### src/include/rename_defs.svh
// register counts and index widths for the rename subsystem

`ifndef RENAME_DEFS_SVH
`define RENAME_DEFS_SVH

// architectural registers x0..x31
`define LOG_REGS 32

// physical pool, must be larger than LOG_REGS
`define PHY_REGS 64

// index widths
`define LREG_W 5
`define PREG_W 6

// immediate carried through rename untouched
`define IMM_W 32

`endif

### src/hw/rename_pkg.sv
// rename_pkg with logical and physical register, opcode and immediate types

`default_nettype none

`include "rename_defs.svh"

package rename_pkg;

    typedef logic [`LREG_W-1:0] lreg_t;

    typedef logic [`PREG_W-1:0] preg_t;

    // opaque to rename, only passed along
    typedef enum logic [3:0] {
        OP_NOP    = 4'h0,
        OP_ADD    = 4'h1,
        OP_SUB    = 4'h2,
        OP_AND    = 4'h3,
        OP_OR     = 4'h4,
        OP_XOR    = 4'h5,
        OP_SLL    = 4'h6,
        OP_SRL    = 4'h7,
        OP_SRA    = 4'h8,
        OP_SLT    = 4'h9,
        OP_ADDI   = 4'ha,
        OP_LOAD   = 4'hb,
        OP_STORE  = 4'hc,
        OP_BRANCH = 4'hd,
        OP_JAL    = 4'he,
        OP_LUI    = 4'hf
    } op_t;

    typedef logic [`IMM_W-1:0] imm_t;

endpackage

`default_nettype wire

### src/hw/busy_table.sv
// busy_table, pending-result bit per physical register with writeback bypass

`default_nettype none

`include "rename_defs.svh"

module busy_table
    import rename_pkg::*;
(
    input  logic  clk,
    input  logic  rst,

    input  logic  set_en,
    input  preg_t set_preg,

    input  logic  clr_en,
    input  preg_t clr_preg,

    input  preg_t rd_a,
    input  preg_t rd_b,
    output logic  busy_a,
    output logic  busy_b
);

    logic [`PHY_REGS-1:0] busy_q;

    // a writeback in flight already counts as done
    assign busy_a = busy_q[rd_a] && !(clr_en && (clr_preg == rd_a));
    assign busy_b = busy_q[rd_b] && !(clr_en && (clr_preg == rd_b));

    always_ff @(posedge clk)
    begin
        if (rst)
        begin
            busy_q <= '0;
        end
        else
        begin
            // phys 0 holds constant zero, never pending
            if (set_en && (set_preg != '0))
            begin
                busy_q[set_preg] <= 1'b1;
            end
            if (clr_en)
            begin
                busy_q[clr_preg] <= 1'b0;
            end
        end
    end

    // newly allocated register must have been written back before reuse
    assert property (@(posedge clk) disable iff (rst)
        set_en |-> !busy_q[set_preg])
        else $error("busy_table: set on busy preg %0d", set_preg);

endmodule

`default_nettype wire

### src/hw/free_list.sv
// free_list, bitmap of free physical registers with lowest-first allocation

`default_nettype none

`include "rename_defs.svh"

module free_list
    import rename_pkg::*;
(
    input  logic  clk,
    input  logic  rst,

    input  logic  alloc,
    output preg_t alloc_preg,
    output logic  empty,

    input  logic  release_en,
    input  preg_t release_preg
);

    // one bit per physical register, set means free
    logic [`PHY_REGS-1:0] free_map;

    // priority pick, scanning down so the lowest index wins
    always_comb
    begin
        alloc_preg = '0;
        for (int i = `PHY_REGS - 1; i >= 0; i--)
        begin
            if (free_map[i])
            begin
                alloc_preg = preg_t'(i);
            end
        end
    end

    assign empty = ~|free_map;

    always_ff @(posedge clk)
    begin
        if (rst)
        begin
            // x0..x31 own phys 0..31 out of reset
            free_map <= {{(`PHY_REGS - `LOG_REGS){1'b1}}, {`LOG_REGS{1'b0}}};
        end
        else
        begin
            // freed entry becomes visible to alloc on the next edge
            if (release_en)
            begin
                free_map[release_preg] <= 1'b1;
            end
            if (alloc && !empty)
            begin
                free_map[alloc_preg] <= 1'b0;
            end
        end
    end

    // commit must only hand back registers that are in flight
    assert property (@(posedge clk) disable iff (rst)
        release_en |-> !free_map[release_preg])
        else $error("free_list: release of free preg %0d", release_preg);

    // rename control has to stall on empty
    assert property (@(posedge clk) disable iff (rst)
        alloc |-> !empty)
        else $error("free_list: alloc while empty");

endmodule

`default_nettype wire

### src/hw/map_table.sv
// map_table, logical to physical mapping with identity reset and three read ports

`default_nettype none

`include "rename_defs.svh"

module map_table
    import rename_pkg::*;
(
    input  logic  clk,
    input  logic  rst,

    input  lreg_t rs1,
    input  lreg_t rs2,
    input  lreg_t rd,
    output preg_t prs1,
    output preg_t prs2,
    output preg_t old_prd,

    input  logic  wr_en,
    input  preg_t wr_preg
);

    preg_t map_q [`LOG_REGS];

    // reads see the mapping before this cycle's write
    assign prs1    = map_q[rs1];
    assign prs2    = map_q[rs2];
    assign old_prd = map_q[rd];

    always_ff @(posedge clk)
    begin
        if (rst)
        begin
            for (int i = 0; i < `LOG_REGS; i++)
            begin
                map_q[i] <= preg_t'(i);
            end
        end
        else if (wr_en)
        begin
            map_q[rd] <= wr_preg;
        end
    end

    // x0 stays pinned to phys 0
    assert property (@(posedge clk) disable iff (rst)
        wr_en |-> (rd != '0))
        else $error("map_table: write to x0 mapping");

endmodule

`default_nettype wire

### src/hw/rename_stage.sv
// four-phase micro-op handshakes, rename control and output registers

`default_nettype none

module rename_stage
    import rename_pkg::*;
(
    input  logic  clk,
    input  logic  rst,

    // decoded micro-op in
    input  logic  in_req,
    output logic  in_ack,
    input  op_t   in_op,
    input  lreg_t in_rs1,
    input  lreg_t in_rs2,
    input  lreg_t in_rd,
    input  logic  in_rd_valid,
    input  imm_t  in_imm,

    // renamed micro-op out
    output logic  out_req,
    input  logic  out_ack,
    output op_t   out_op,
    output preg_t out_prs1,
    output preg_t out_prs2,
    output preg_t out_prd,
    output preg_t out_old_prd,
    output logic  out_rd_valid,
    output imm_t  out_imm,

    // retirement
    input  logic  commit_valid,
    input  preg_t commit_preg,

    // busy table update
    output logic  busy_set,
    output preg_t busy_set_preg
);

    logic  need_rd;
    logic  out_idle;
    logic  fire;
    logic  do_alloc;

    preg_t fl_preg;
    logic  fl_empty;

    preg_t map_prs1;
    preg_t map_prs2;
    preg_t map_old_prd;

    // x0 writes are dropped and use no register
    assign need_rd  = in_rd_valid && (in_rd != '0);

    // previous output fully returned to zero
    assign out_idle = !out_req && !out_ack;

    assign fire     = in_req && !in_ack && out_idle && (!need_rd || !fl_empty);
    assign do_alloc = fire && need_rd;

    assign busy_set      = do_alloc;
    assign busy_set_preg = fl_preg;

    free_list u_free_list (
        .clk          (clk),
        .rst          (rst),
        .alloc        (do_alloc),
        .alloc_preg   (fl_preg),
        .empty        (fl_empty),
        .release_en   (commit_valid),
        .release_preg (commit_preg)
    );

    map_table u_map_table (
        .clk     (clk),
        .rst     (rst),
        .rs1     (in_rs1),
        .rs2     (in_rs2),
        .rd      (in_rd),
        .prs1    (map_prs1),
        .prs2    (map_prs2),
        .old_prd (map_old_prd),
        .wr_en   (do_alloc),
        .wr_preg (fl_preg)
    );

    // handshake sequencing
    always_ff @(posedge clk)
    begin
        if (rst)
        begin
            in_ack  <= 1'b0;
            out_req <= 1'b0;
        end
        else
        begin
            if (fire)
                in_ack <= 1'b1;
            else if (!in_req)
                in_ack <= 1'b0;

            if (fire)
                out_req <= 1'b1;
            else if (out_ack)
                out_req <= 1'b0;
        end
    end

    // renamed fields held until the next rename
    always_ff @(posedge clk)
    begin
        if (fire)
        begin
            out_op       <= in_op;
            out_prs1     <= map_prs1;
            out_prs2     <= map_prs2;
            out_prd      <= need_rd ? fl_preg : '0;
            out_old_prd  <= need_rd ? map_old_prd : '0;
            out_rd_valid <= need_rd;
            out_imm      <= in_imm;
        end
    end

    // consumer raises out_ack only against a pending out_req
    assert property (@(posedge clk) disable iff (rst)
        $rose(out_ack) |-> out_req)
        else $error("rename_stage: out_ack raised without out_req");

endmodule

`default_nettype wire

### src/hw/rename_top.sv
// rename_top, rename stage with the busy table on the renamed sources

`default_nettype none

module rename_top
    import rename_pkg::*;
(
    input  logic  clk,
    input  logic  rst,

    input  logic  in_req,
    output logic  in_ack,
    input  op_t   in_op,
    input  lreg_t in_rs1,
    input  lreg_t in_rs2,
    input  lreg_t in_rd,
    input  logic  in_rd_valid,
    input  imm_t  in_imm,

    output logic  out_req,
    input  logic  out_ack,
    output op_t   out_op,
    output preg_t out_prs1,
    output preg_t out_prs2,
    output preg_t out_prd,
    output preg_t out_old_prd,
    output logic  out_rd_valid,
    output imm_t  out_imm,
    output logic  out_rs1_busy,
    output logic  out_rs2_busy,

    input  logic  commit_valid,
    input  preg_t commit_preg,

    input  logic  wb_valid,
    input  preg_t wb_preg
);

    logic  busy_set;
    preg_t busy_set_preg;

    rename_stage u_rename_stage (
        .clk           (clk),
        .rst           (rst),
        .in_req        (in_req),
        .in_ack        (in_ack),
        .in_op         (in_op),
        .in_rs1        (in_rs1),
        .in_rs2        (in_rs2),
        .in_rd         (in_rd),
        .in_rd_valid   (in_rd_valid),
        .in_imm        (in_imm),
        .out_req       (out_req),
        .out_ack       (out_ack),
        .out_op        (out_op),
        .out_prs1      (out_prs1),
        .out_prs2      (out_prs2),
        .out_prd       (out_prd),
        .out_old_prd   (out_old_prd),
        .out_rd_valid  (out_rd_valid),
        .out_imm       (out_imm),
        .commit_valid  (commit_valid),
        .commit_preg   (commit_preg),
        .busy_set      (busy_set),
        .busy_set_preg (busy_set_preg)
    );

    // status of the registered sources
    busy_table u_busy_table (
        .clk      (clk),
        .rst      (rst),
        .set_en   (busy_set),
        .set_preg (busy_set_preg),
        .clr_en   (wb_valid),
        .clr_preg (wb_preg),
        .rd_a     (out_prs1),
        .rd_b     (out_prs2),
        .busy_a   (out_rs1_busy),
        .busy_b   (out_rs2_busy)
    );

endmodule

`default_nettype wire

### config.mk
export PLATFORM = sky130hd
export DESIGN_NAME = rename_top
export DESIGN_NICKNAME = d
export VERILOG_FILES = /design/src/hw/rename_pkg.sv /design/src/hw/busy_table.sv /design/src/hw/free_list.sv /design/src/hw/map_table.sv /design/src/hw/rename_stage.sv /design/src/hw/rename_top.sv
export VERILOG_INCLUDE_DIRS = /design/src /design/src/include
export SDC_FILE = /design/constraint.sdc
export NUM_CORES = 1
export LEC_CHECK = 0
export BUFFER_PORTS_ARGS = -buffer_cell sky130_fd_sc_hd__buf_2
export CORE_ASPECT_RATIO = 1.5
export CORE_UTILIZATION = 42
export CTS_CLUSTER_SIZE = 10
export DETAILED_ROUTE_END_ITERATION = 10
export SYNTH_ARGS = -nofsm -noshare
export SYNTH_HDL_FRONTEND = slang
export SYNTH_SLANG_ARGS = --single-unit
export TNS_END_PERCENT = 20
### constraint.sdc
create_clock -name clk -period 3.55 [get_ports clk]
set_clock_uncertainty 0.15 [all_clocks]
set_input_delay 0.1775 -clock clk [delete_from_list [all_inputs] [get_ports clk]]
set_output_delay 0.1775 -clock clk [all_outputs]
set_load 0.01 [all_outputs]
==> results.txt, run 1 <==
Critical-path top delay cell: mux4_2
post-route antenna net violation count: 0
Post-Synthesis Cells: 1,777
I/O Pins: 135
CP endpoint kind: output pin
mux cell area share after synthesis: 23.5%
unrepaired setup endpoints after global routing: false
Synth Area in XOR/XNOR: 0.451%
initial core utilization: 42.8%
layout cells sized above 1: 29.4%
Setup WS pre-CTS: -13.4 ps
clock root buffer: clkbuf_16
adder-cell share of the synthesized area: 0%
Critical Path, Cell by Cell: buf_4, mux4_2, mux4_2, mux4_2, o21a_1, buf_2
Inserted Diodes: 0
worst hold slack: 29.6 ps
Async S/R FF share, synth: 0%
DR vias: 16,811
Worst Path Buf+Inv: 2
DR pass1 iterations: 6
htree depth: 2
Seq/Total Area, Yosys: 47.7%
synth warn: 0
Max-cap violations: 0
WP data arrival: 3070 ps
total grt overflow: 0
routability congestion estimate: 0.940
pwr dens: 424 mW/mm²
die area: 0.0518 mm²
final setup fails: 0
DRC marker count from the first detailed-route iteration: 1,676
Setup CP Type: reg -> out
Critical Path Start Type: register
first-pass GRT wire length: 107,000 µm
Rows: 100
hold path start: commit_preg[1]
port bufs: 134
height of the chip: 278 µm
number of global-route vias before repair: 17,399
EDFF count, synth: 253
WL per Instance: 26.6 µm
Tmin final: 3400 ps
Max-slew headroom: 21.0%
CTS tree: done
Yosys reg bits: 383
CTS sink cnt: 383
Final Power: 0.0107 W
largest family of logic cells by synthesized area: multiplexers
Final #Nets: 2,070
Inserted Clock Buffers: 45
CTS max path bufs: 3
most common flop cell mapped by yosys: edfxtp_1
Required @ worst endpoint: 3220 ps
synth unique cells: 75
Crit Path Max Fanout: 18
number of fillers in the final layout: 4,299
Die X: 186 µm
Post-CTS Setup Bufs: 0
synth-to-layout area growth: 18.3%
Post-Synthesis Mean Instance Area: 12.0 µm²
DP HPWL: 51,400 µm
compound-cell area share of the yosys netlist: 11.5%
Routed WL: 71,600 µm
Critical Path Start: u_rename_stage.out_prs2[0]
reg2reg start: u_rename_stage.u_free_list.free_map[21]
Final Hold Violating Endpoints: 0
Slew Limit Fails: 0
core box area: 0.0499 mm²
CP peak stage delay: 580 ps
Synth Area in Simple Gates: 13.2%
initial antenna violation count: 0
status: completed
Worst Tran Pin Value: 1190 ps
Residual DRC: 0
Leakage: 8.28 nW
final core occ: 50.6%
slack of the critical path: 148 ps
VDD IR max: 0.323 mV
Peak Freq: 0.294 GHz
Synth Cell Area: 0.0214 mm²
drt via density: 6.25
Hold WC Path Type: in -> reg
GRT Overall Usage: 28.1%
largest net degree at the start of global routing: 176
CP dominant cell by count: mux4_2
top cell family by delay on the critical path: multiplexers
Tcrit/Tclk final: 95.8%
Clk pin slew, worst setup/hold paths: 60 ps
clock latency on the worst-skew pair: 570 ps
==> metrics by stage <==
step                cells  TNS, ps  area (µm²)
floorplan            1782        0       21400
finish               2688        0       25300
CTS                  2688        0       25300
global route         2688        0       25300
detailed placement   2567    -80.1       23500
global placement     2567        0       23500
==> repair_timing <==
action,CTS,global route
setup endpoints to repair,7,4
resized for setup,2,1
hold buffers,49,0
hold endpoints to repair,57,0
pin swaps,0,0
==> layout make-up <==
cell class / instances / area (µm²) / share of cell area (%)
clock buffers: 67 / 1240 / 4.90
clock inverters: 5 / 76.3 / 0.302
inverters: 51 / 191 / 0.757
multi-input cells: 1207 / 10500 / 41.5
flip-flops and latches: 383 / 10200 / 40.3
well taps: 663 / 830 / 3.28
repair buffers: 312 / 2260 / 8.96
==> cells in the mapped netlist (all sizes together) (13+ instances only) <==
library cell,count,area share (%)
or4,16,0.61
inv,51,0.90
dfxtp,130,12
o21a,19,0.67
o21ai,48,1.1
mux4,211,22
nor3,61,1.8
buf,49,1.1
nand2b,42,1.2
mux2,18,0.95
nor2,201,3.6
a21oi,171,4.0
or2,13,0.38
nor4,23,0.77
nand3,32,0.75
edfxtp,253,36
clkbuf,92,1.6
a211oi,48,1.7
nand2,125,2.2
==> flip-flops by register name, summed over array words and instances (netlist names) <==
name,count
u_rename_stage.u_free_list.free_map,64
u_rename_stage.out_rd_valid,1
u_rename_stage.out_old_prd,6
u_rename_stage.out_op,4
u_rename_stage.out_prs1,6
u_busy_table.busy_q,64
u_rename_stage.out_prs2,6
u_rename_stage.out_req,1
u_rename_stage.out_imm,32
u_rename_stage.out_prd,6
u_rename_stage.in_ack,1
u_rename_stage.u_map_table.map_q,192
==> cell families after synthesis <==
| family | Yosys count |
|---|---|
| other | 1 |
| muxes | 235 |
| DFF | 383 |
| AOI/OAI and AO/OA | 383 |
| and+or+nand+nor | 572 |
| buffers and inverters | 192 |
| xor gates and xnor gates | 11 |
==> per-layer routing <==
metal | vias up | routed length (µm) | GRT usage, %
met5 | - | 0 | 0
met2 | 797 | 37800 | 49.9
li1 | 7354 | - | -
met3 | 213 | 3820 | 2.88
met1 | 8447 | 25400 | 32.0
met4 | 0 | 4570 | 17.3
==> layout by cell type (no fill, tap or decap), types with 21 or more instances in the layout <==
| cell | count |
|---|---|
| buf_4 | 123 |
| nor4_1 | 21 |
| nor2_1 | 199 |
| clkbuf_16 | 45 |
| dfxtp_1 | 130 |
| dlygate4sd3_1 | 49 |
| nand2_1 | 124 |
| nor3_1 | 43 |
| edfxtp_1 | 253 |
| nand3_1 | 32 |
| a21oi_1 | 171 |
| nand2b_1 | 42 |
| inv_1 | 50 |
| mux4_2 | 211 |
| a211oi_1 | 47 |
| o21ai_0 | 47 |
| buf_2 | 130 |
==> power by group <==
| group | internal [W] | switching (W) | total (W) |
|---|---|---|---|
| Sequential | 0.00486 | 0.0000810 | 0.00494 |
| Combinational | 0.000571 | 0.000860 | 0.00143 |
| Clock | 0.00247 | 0.00186 | 0.00434 |
| Total | 0.00790 | 0.00281 | 0.0107 |
==> path summary, 6_finish.rpt <==
| kind | end | cells past startpoint | slack, ps |
|---|---|---|---|
| worst min-delay path | u_rename_stage.u_free_list.free_map[58] | 5 | 30 |
| worst min register to register | u_busy_table.busy_q[0] | 2 | 320 |
| worst max register to register | u_rename_stage.u_free_list.free_map[10] | 8 | 170 |
| worst max-delay path | out_rs2_busy | 6 | 150 |
==> worst register-to-register path: stages, from the launching register on <==
cell and delay (ps):
dfxtp_1 360, nor4_1 650, buf_4 240, nand4_1 180, o211ai_4 370, or4b_1 470
buf_4 230, nor3_1 490, nor3_1 100
Note: power is estimated with default switching activity, not from simulation.
==> run 2: changes to the inputs <==
Settings changed: GPL_TIMING_DRIVEN from default to 0.
==> run 2 against run 1 <==
  * Critical path depth rose by 1
  * First-iteration DRC count up 23%
  * Non-clock buffer count decreased by 13
  * Global-route usage is 3.0 points higher
  * Setup slack worse by 150 ps
  * Core utilization decreased by 1.2 points
  * Die area did not move
  * Register-to-register slack got worse by 60 ps
  * Cell count is 0.56% lower
  * Final area decreased by 2.5%
  * Wire length grew 11%
  * Via count is 3.4% higher
==> results.txt, run 2 (synthesis gave the netlist of run 1 again) <==
Tmin final: 3550 ps (+147 ps)
commonest non-fill, non-tap cell in the layout: edfxtp_1
Critical-path top delay cell: mux4_2
r2r setup slk: 110 ps (-60 ps)
Setup CP Type: reg -> out
Inserted Clock Buffers: 45 (unchanged)
Max-slew headroom: 7.31% (-14 points)
Tcrit/Tclk final: 100% (+4.1 points)
unrepaired setup endpoints after global routing: true
synth-to-layout area growth: 15.4%
Critical Path Start: u_rename_stage.out_prs1[1]
Worst Setup EP: out_rs1_busy
DRC marker count from the first detailed-route iteration: 2,060 (+23%)
Hold WC Path Type: in -> reg
Worst path depth: 7 (+1)
clock root buffer: clkbuf_16
CP endpoint kind: output pin
die area: 0.0518 mm² (unchanged)
status: completed
Inserted Diodes: 0 (unchanged)
DP Cell Count: 2,564 (-0.12%)
R2R depth: 8 (unchanged)
layout cells sized above 1: 24.6% (-4.9 points)
final setup fails: 0 (unchanged)
commonest cells after routing, fill and taps aside: 253 x edfxtp_1, 211 x mux4_2, 199 x nor2_1, 171 x a21oi_1, 133 x buf_2
Rows: 100 (unchanged)
non-filler cells, final: 2,673 (-0.56%)
total grt overflow: 0 (unchanged)
height of the chip: 278 µm (unchanged)
Peak Freq: 0.282 GHz (-4.1%)
top cell family by delay on the critical path: buffers and inverters
CP dominant cell by count: mux4_2
DR pass1 iterations: 8 (+2)
CP peak stage delay: 480 ps (-100 ps)
Residual DRC: 0 (unchanged)
Post-DP Area: 0.0228 mm² (-2.6%)
routability congestion estimate: 0.996 (+6.0%)
max reg flops: 192 (unchanged)
number of global-route vias before repair: 17,528 (+0.74%)
DR vias: 17,388 (+3.4%)
largest net degree at the start of global routing: 48 (-73%)
port bufs: 117 (-13%)
Critical Path Start Type: register
Largest regs: u_rename_stage.u_map_table.map_q: 192 flops, u_busy_table.busy_q: 64 flops, u_rename_stage.u_free_list.free_map: 64 flops
WP data arrival: 3220 ps (+150 ps)
Worst Path Buf+Inv: 3 (+1)
clock latency on the worst-skew pair: 580 ps (about the same)
I/O Pins: 135 (unchanged)
Final Hold Violating Endpoints: 0 (unchanged)
WL per Instance: 29.6 µm (+11%)
Clk pin slew, worst setup/hold paths: 60 ps (about the same)
first-pass GRT wire length: 115,000 µm (+7.5%)
CTS max path bufs: 3 (unchanged)
initial core utilization: 42.8% (unchanged)
post-route antenna net violation count: 0 (unchanged)
drt via density: 6.51 (+4.0%)
Top reg by flops: u_rename_stage.u_map_table.map_q
VDD IR max: 0.362 mV (+12%)
DP HPWL: 59,900 µm (+16%)
GRT Overall Usage: 31.1% (+3.0 points)
final core occ: 49.4% (-1.2 points)
reg2reg start: u_rename_stage.u_free_list.free_map[7]
Slew Limit Fails: 0 (unchanged)
initial antenna violation count: 1 (+1)
setup TNS: 0 ps (unchanged)
core box area: 0.0499 mm² (unchanged)
Crit Path Max Fanout: 10 (-8)
CTS tree: done
Leakage: 7.80 nW (-5.8%)
Final #Nets: 2,057 (-0.63%)
Max-cap violations: 0 (unchanged)
CTS sink cnt: 383 (unchanged)
htree depth: 2 (unchanged)
Required @ worst endpoint: 3220 ps (about the same)
Final Power: 0.0106 W (-0.87%)
Routed WL: 79,100 µm (+11%)
Worst Tran Pin Value: 1380 ps (+194 ps)
r2r endpoint: u_rename_stage.u_free_list.free_map[8]
Critical Path, Cell by Cell: buf_1, clkbuf_2, mux4_2, mux4_2, o221ai_1, o22ai_1, buf_2
number of fillers in the final layout: 4,463 (+3.8%)
final instance area: 0.0247 mm² (-2.5%)
pwr dens: 430 mW/mm² (+1.6%)
Die X: 186 µm (unchanged)
## run 2: cell types whose count changed in the layout (fill, tap and decap cells not counted), sizes merged
cell           delta
clkbuf           +93
bufinv            -1
clkinv            +2
buf             -101
clkdlybuf4s15     +1
dlygate4sd3       -9
## run 2: what timing repair did
item                                    CTS  global route
buffers inserted                          1             0
endpoints found under the setup margin  218            96
hold buffers                             40             0
resized for setup                        26            24
endpoints found under the hold margin    39             0
## run 2: final cells by class
class	instances	area [µm²]	area share (%)
clock buffers	64	1210	4.90
clock inverters	6	50.0	0.203
inverters	51	191	0.776
repair buffers	160	1020	4.16
multi-input cells	1207	10500	42.7
flip-flops and latches	383	10200	41.4
plain buffers	139	624	2.53
well taps	663	830	3.36
## run 2: per-layer routing
layer / share of wire (%) / GRT usage [%]
met1: 33 / 34.7
met5: 0.015 / 0
met4: 8.4 / 22.9
met2: 50 / 53.1
met3: 7.9 / 4.72
## run 2: through the flow
step / hold slack [ps] / setup WS (ps)
2_1_floorplan: 126 / 378
3_3_place_gp: 204 / -1200
3_5_place_dp: 206 / -1000
4_1_cts: 3.18 / 9.24
5_1_grt: 21.0 / -33.7
6_report: 19.8 / 1.40
## run 2: report_power, final
part           total, W  internal, W  switching, W
Combinational   0.00148     0.000530      0.000950
Clock           0.00419      0.00235       0.00185
Sequential      0.00494      0.00486     0.0000821
## run 2: how the worst min path moves through the flow
stage,depth (start not counted),slack [ps],to,from
after floorplan,0,130,u_rename_stage.out_imm[0],in_imm[0]
after detailed placement,1,210,u_rename_stage.out_imm[6],in_imm[6]
after global placement,1,200,u_rename_stage.out_op[3],in_op[3]
after CTS,3,3,u_rename_stage.out_prs2[5],in_rs2[3]
after global routing,2,20,u_rename_stage.out_prs1[0],in_rs1[4]
final,4,20,u_rename_stage.u_map_table.map_q[3][1],in_rd[2]
## run 2: worst reg2reg max path, delay by kind of cell, from the launching register on
kind                   cells  cell delay (ps)
and+or+nand+nor            3             1670
AOI/OAI and AO/OA          3              650
buffers and inverters      2              440
DFF                        1              360
==> run 3: changes to the inputs <==
--- a/config.mk
+++ b/config.mk
@@ -14,2 +14,3 @@
 export GPL_TIMING_DRIVEN = 0
+export RECOVER_POWER = 25
 export SYNTH_ARGS = -nofsm -noshare
==> constraint.sdc (replaced) <==
create_clock -name clk -period 3.55 [get_ports clk]
set_clock_uncertainty 0.15 [all_clocks]
set_input_delay 0.71 -clock clk [delete_from_list [all_inputs] [get_ports clk]]
set_output_delay 0.71 -clock clk [all_outputs]
set_load 0.01 [all_outputs]
==> run 3 against run 2 <==
  * The flow now finishes with violations (setup timing)
  * Cell count is 1.0% lower
  * Final area is 1.2% lower
  * Flip-flop and latch count stayed put
  * Fmax is 7.8% lower
  * Total power is 1.5% higher
  * Wire length is 2.6% higher
  * Clock-buffer cell count is 3 lower
  * First-iteration DRC count is 10% lower
  * Clock power is 4% higher
  * Setup slack worse by 300 ps
  * Critical path type unchanged
  * Largest cell class unchanged
==> results.txt, run 3 (synthesis gave the netlist of run 1 again) <==
commonest non-fill, non-tap cell in the layout: edfxtp_1
Hold-fix buffers, CTS: 0 (-100%)
CTS tree: done
Peak Freq: 0.260 GHz (-7.8%)
post-route antenna net violation count: 0 (unchanged)
first-pass GRT wire length: 117,000 µm (+1.8%)
Residual DRC: 0 (unchanged)
VDD IR max: 0.366 mV (+1.2%)
Worst Tran Pin Value: 1390 ps (+13.0 ps)
Tmin final: 3850 ps (+300 ps)
r2r setup slk: -130 ps (-240 ps)
Final Power: 0.0108 W (+1.5%)
number of fillers in the final layout: 4,551 (+2.0%)
Clk pin slew, worst setup/hold paths: 60 ps (about the same)
Register Area: 0.0102 mm² (unchanged)
Required @ worst endpoint: 2690 ps (-530 ps)
Max-slew headroom: 7.15% (-0.16 points)
status: finished, violations left
Crit Path Max Fanout: 8 (-2)
drt via density: 6.53 (+0.44%)
core box area: 0.0499 mm² (unchanged)
Inserted Diodes: 0 (unchanged)
number of global-route vias before repair: 17,538 (+0.057%)
largest net degree at the start of global routing: 17 (-65%)
WP data arrival: 2990 ps (-230 ps)
height of the chip: 278 µm (unchanged)
Setup WS pre-CTS: -1740 ps (-732 ps)
htree depth: 2 (unchanged)
Setup CP Type: reg -> out
Max-cap violations: 0 (unchanged)
Hold WC Path Type: in -> reg
Slew Limit Fails: 0 (unchanged)
Tcrit/Tclk final: 108% (+8.4 points)
commonest cells after routing, fill and taps aside: 253 x edfxtp_1, 211 x mux4_2, 199 x nor2_1, 171 x a21oi_1, 157 x clkbuf_1
DP HPWL: 61,300 µm (+2.4%)
Top reg by flops: u_rename_stage.u_map_table.map_q
setup TNS: -20,350 ps (-20,350 ps)
failing checks: setup timing
Rows: 100 (unchanged)
total grt overflow: 0 (unchanged)
Die X: 186 µm (unchanged)
DRC marker count from the first detailed-route iteration: 1,845 (-10%)
DR vias: 17,282 (-0.61%)
routability congestion estimate: 1.02 (+2.9%)
initial core utilization: 42.8% (unchanged)
Final Hold Violating Endpoints: 0 (unchanged)
Final #Nets: 2,033 (-1.2%)
port bufs: 117 (unchanged)
clock latency on the worst-skew pair: 580 ps (about the same)
unrepaired setup endpoints after global routing: true
final setup fails: 192 (+192)
multi-input logic area: 0.0105 mm² (-0.45%)
pwr dens: 442 mW/mm² (+2.7%)
CTS sink cnt: 383 (unchanged)
max reg flops: 192 (unchanged)
DR pass1 iterations: 6 (-2)
GRT Overall Usage: 31.8% (+0.76 points)
die area: 0.0518 mm² (unchanged)
Inserted Clock Buffers: 45 (unchanged)
synth-to-layout area growth: 14.0%
Critical Path Start Type: register
CTS max path bufs: 3 (unchanged)
clock root buffer: clkbuf_16
layout cells sized above 1: 22.6% (-2.0 points)
I/O Pins: 135 (unchanged)
CP endpoint kind: output pin
Largest regs: u_rename_stage.u_map_table.map_q: 192 flops, u_busy_table.busy_q: 64 flops, u_rename_stage.u_free_list.free_map: 64 flops
Routed WL: 81,200 µm (+2.6%)
WL per Instance: 30.7 µm (+3.7%)
Leakage: 7.55 nW (-3.1%)
initial antenna violation count: 2 (+1)
slack of the critical path: -298 ps (-300 ps)
run 3: worst paths after layout:
| path | start | endpoint | cells past startpoint |
|---|---|---|---|
| setup reg to reg | u_rename_stage.u_free_list.free_map[3] | u_rename_stage.out_old_prd[1] | 6 |
| hold reg to reg | u_busy_table.busy_q[1] | u_busy_table.busy_q[1] | 2 |
| setup / recovery | u_rename_stage.out_prs2[0] | out_rs2_busy | 7 |
| hold / removal | in_imm[27] | u_rename_stage.out_imm[27] | 1 |
run 3: metrics by stage:
stage / utilization [%] / cells / hold slack, ps / area [µm²]
4_1_cts: 49.0 / 2644 / 143 / 24500
6_report: 48.8 / 2645 / 164 / 24400
3_3_place_gp: 45.7 / 2562 / 300 / 22800
2_1_floorplan: - / 1782 / 284 / 21400
5_1_grt: 48.8 / 2645 / 147 / 24400
3_5_place_dp: 45.7 / 2563 / 312 / 22800
run 3: final cells by class:
| cell class | instances | share of cell area (%) |
|---|---|---|
| Clock buffer | 61 | 4.95 |
| Timing Repair Buffer | 134 | 2.79 |
| Sequential cell | 383 | 41.9 |
| Inverter | 51 | 0.801 |
| Tap cell | 663 | 3.41 |
| Timing Repair inverter | 3 | 0.0924 |
| Buffer | 138 | 2.64 |
| Clock inverter | 5 | 0.401 |
| Multi-Input combinational cell | 1207 | 43.0 |
run 3: worst max-delay path, cell delays in order, from the launching register on:
cell      delay (ps)
edfxtp_1         370
buf_12           130
buf_6            170
mux4_2           520
mux4_2           500
mux4_2           460
o21a_1           130
buf_2            140
run 3: repair_timing:
item,4_1_cts,5_1_grt
cloned,5,0
gates resized for setup,52,24
setup endpoints to repair,325,156
buffers inserted,13,2
pin swaps,2,4
run 3: where the power goes:
part           switching (W)  leakage, nW  internal (W)  total (W)
registers          0.0000833         3.36       0.00486    0.00494
clock network        0.00186        0.633       0.00250    0.00435
logic               0.000965         3.56      0.000506    0.00147
run 3: routing by layer:
| layer | track usage, % | up-vias | share of wire, % |
|---|---|---|---|
| met3 | 5.08 | 337 | 7.3 |
| li1 | - | 7299 | - |
| met4 | 23.1 | 2 | 8.7 |
| met2 | 54.7 | 1021 | 50 |
| met1 | 35.4 | 8623 | 33 |
| met5 | 0 | - | 0.018 |
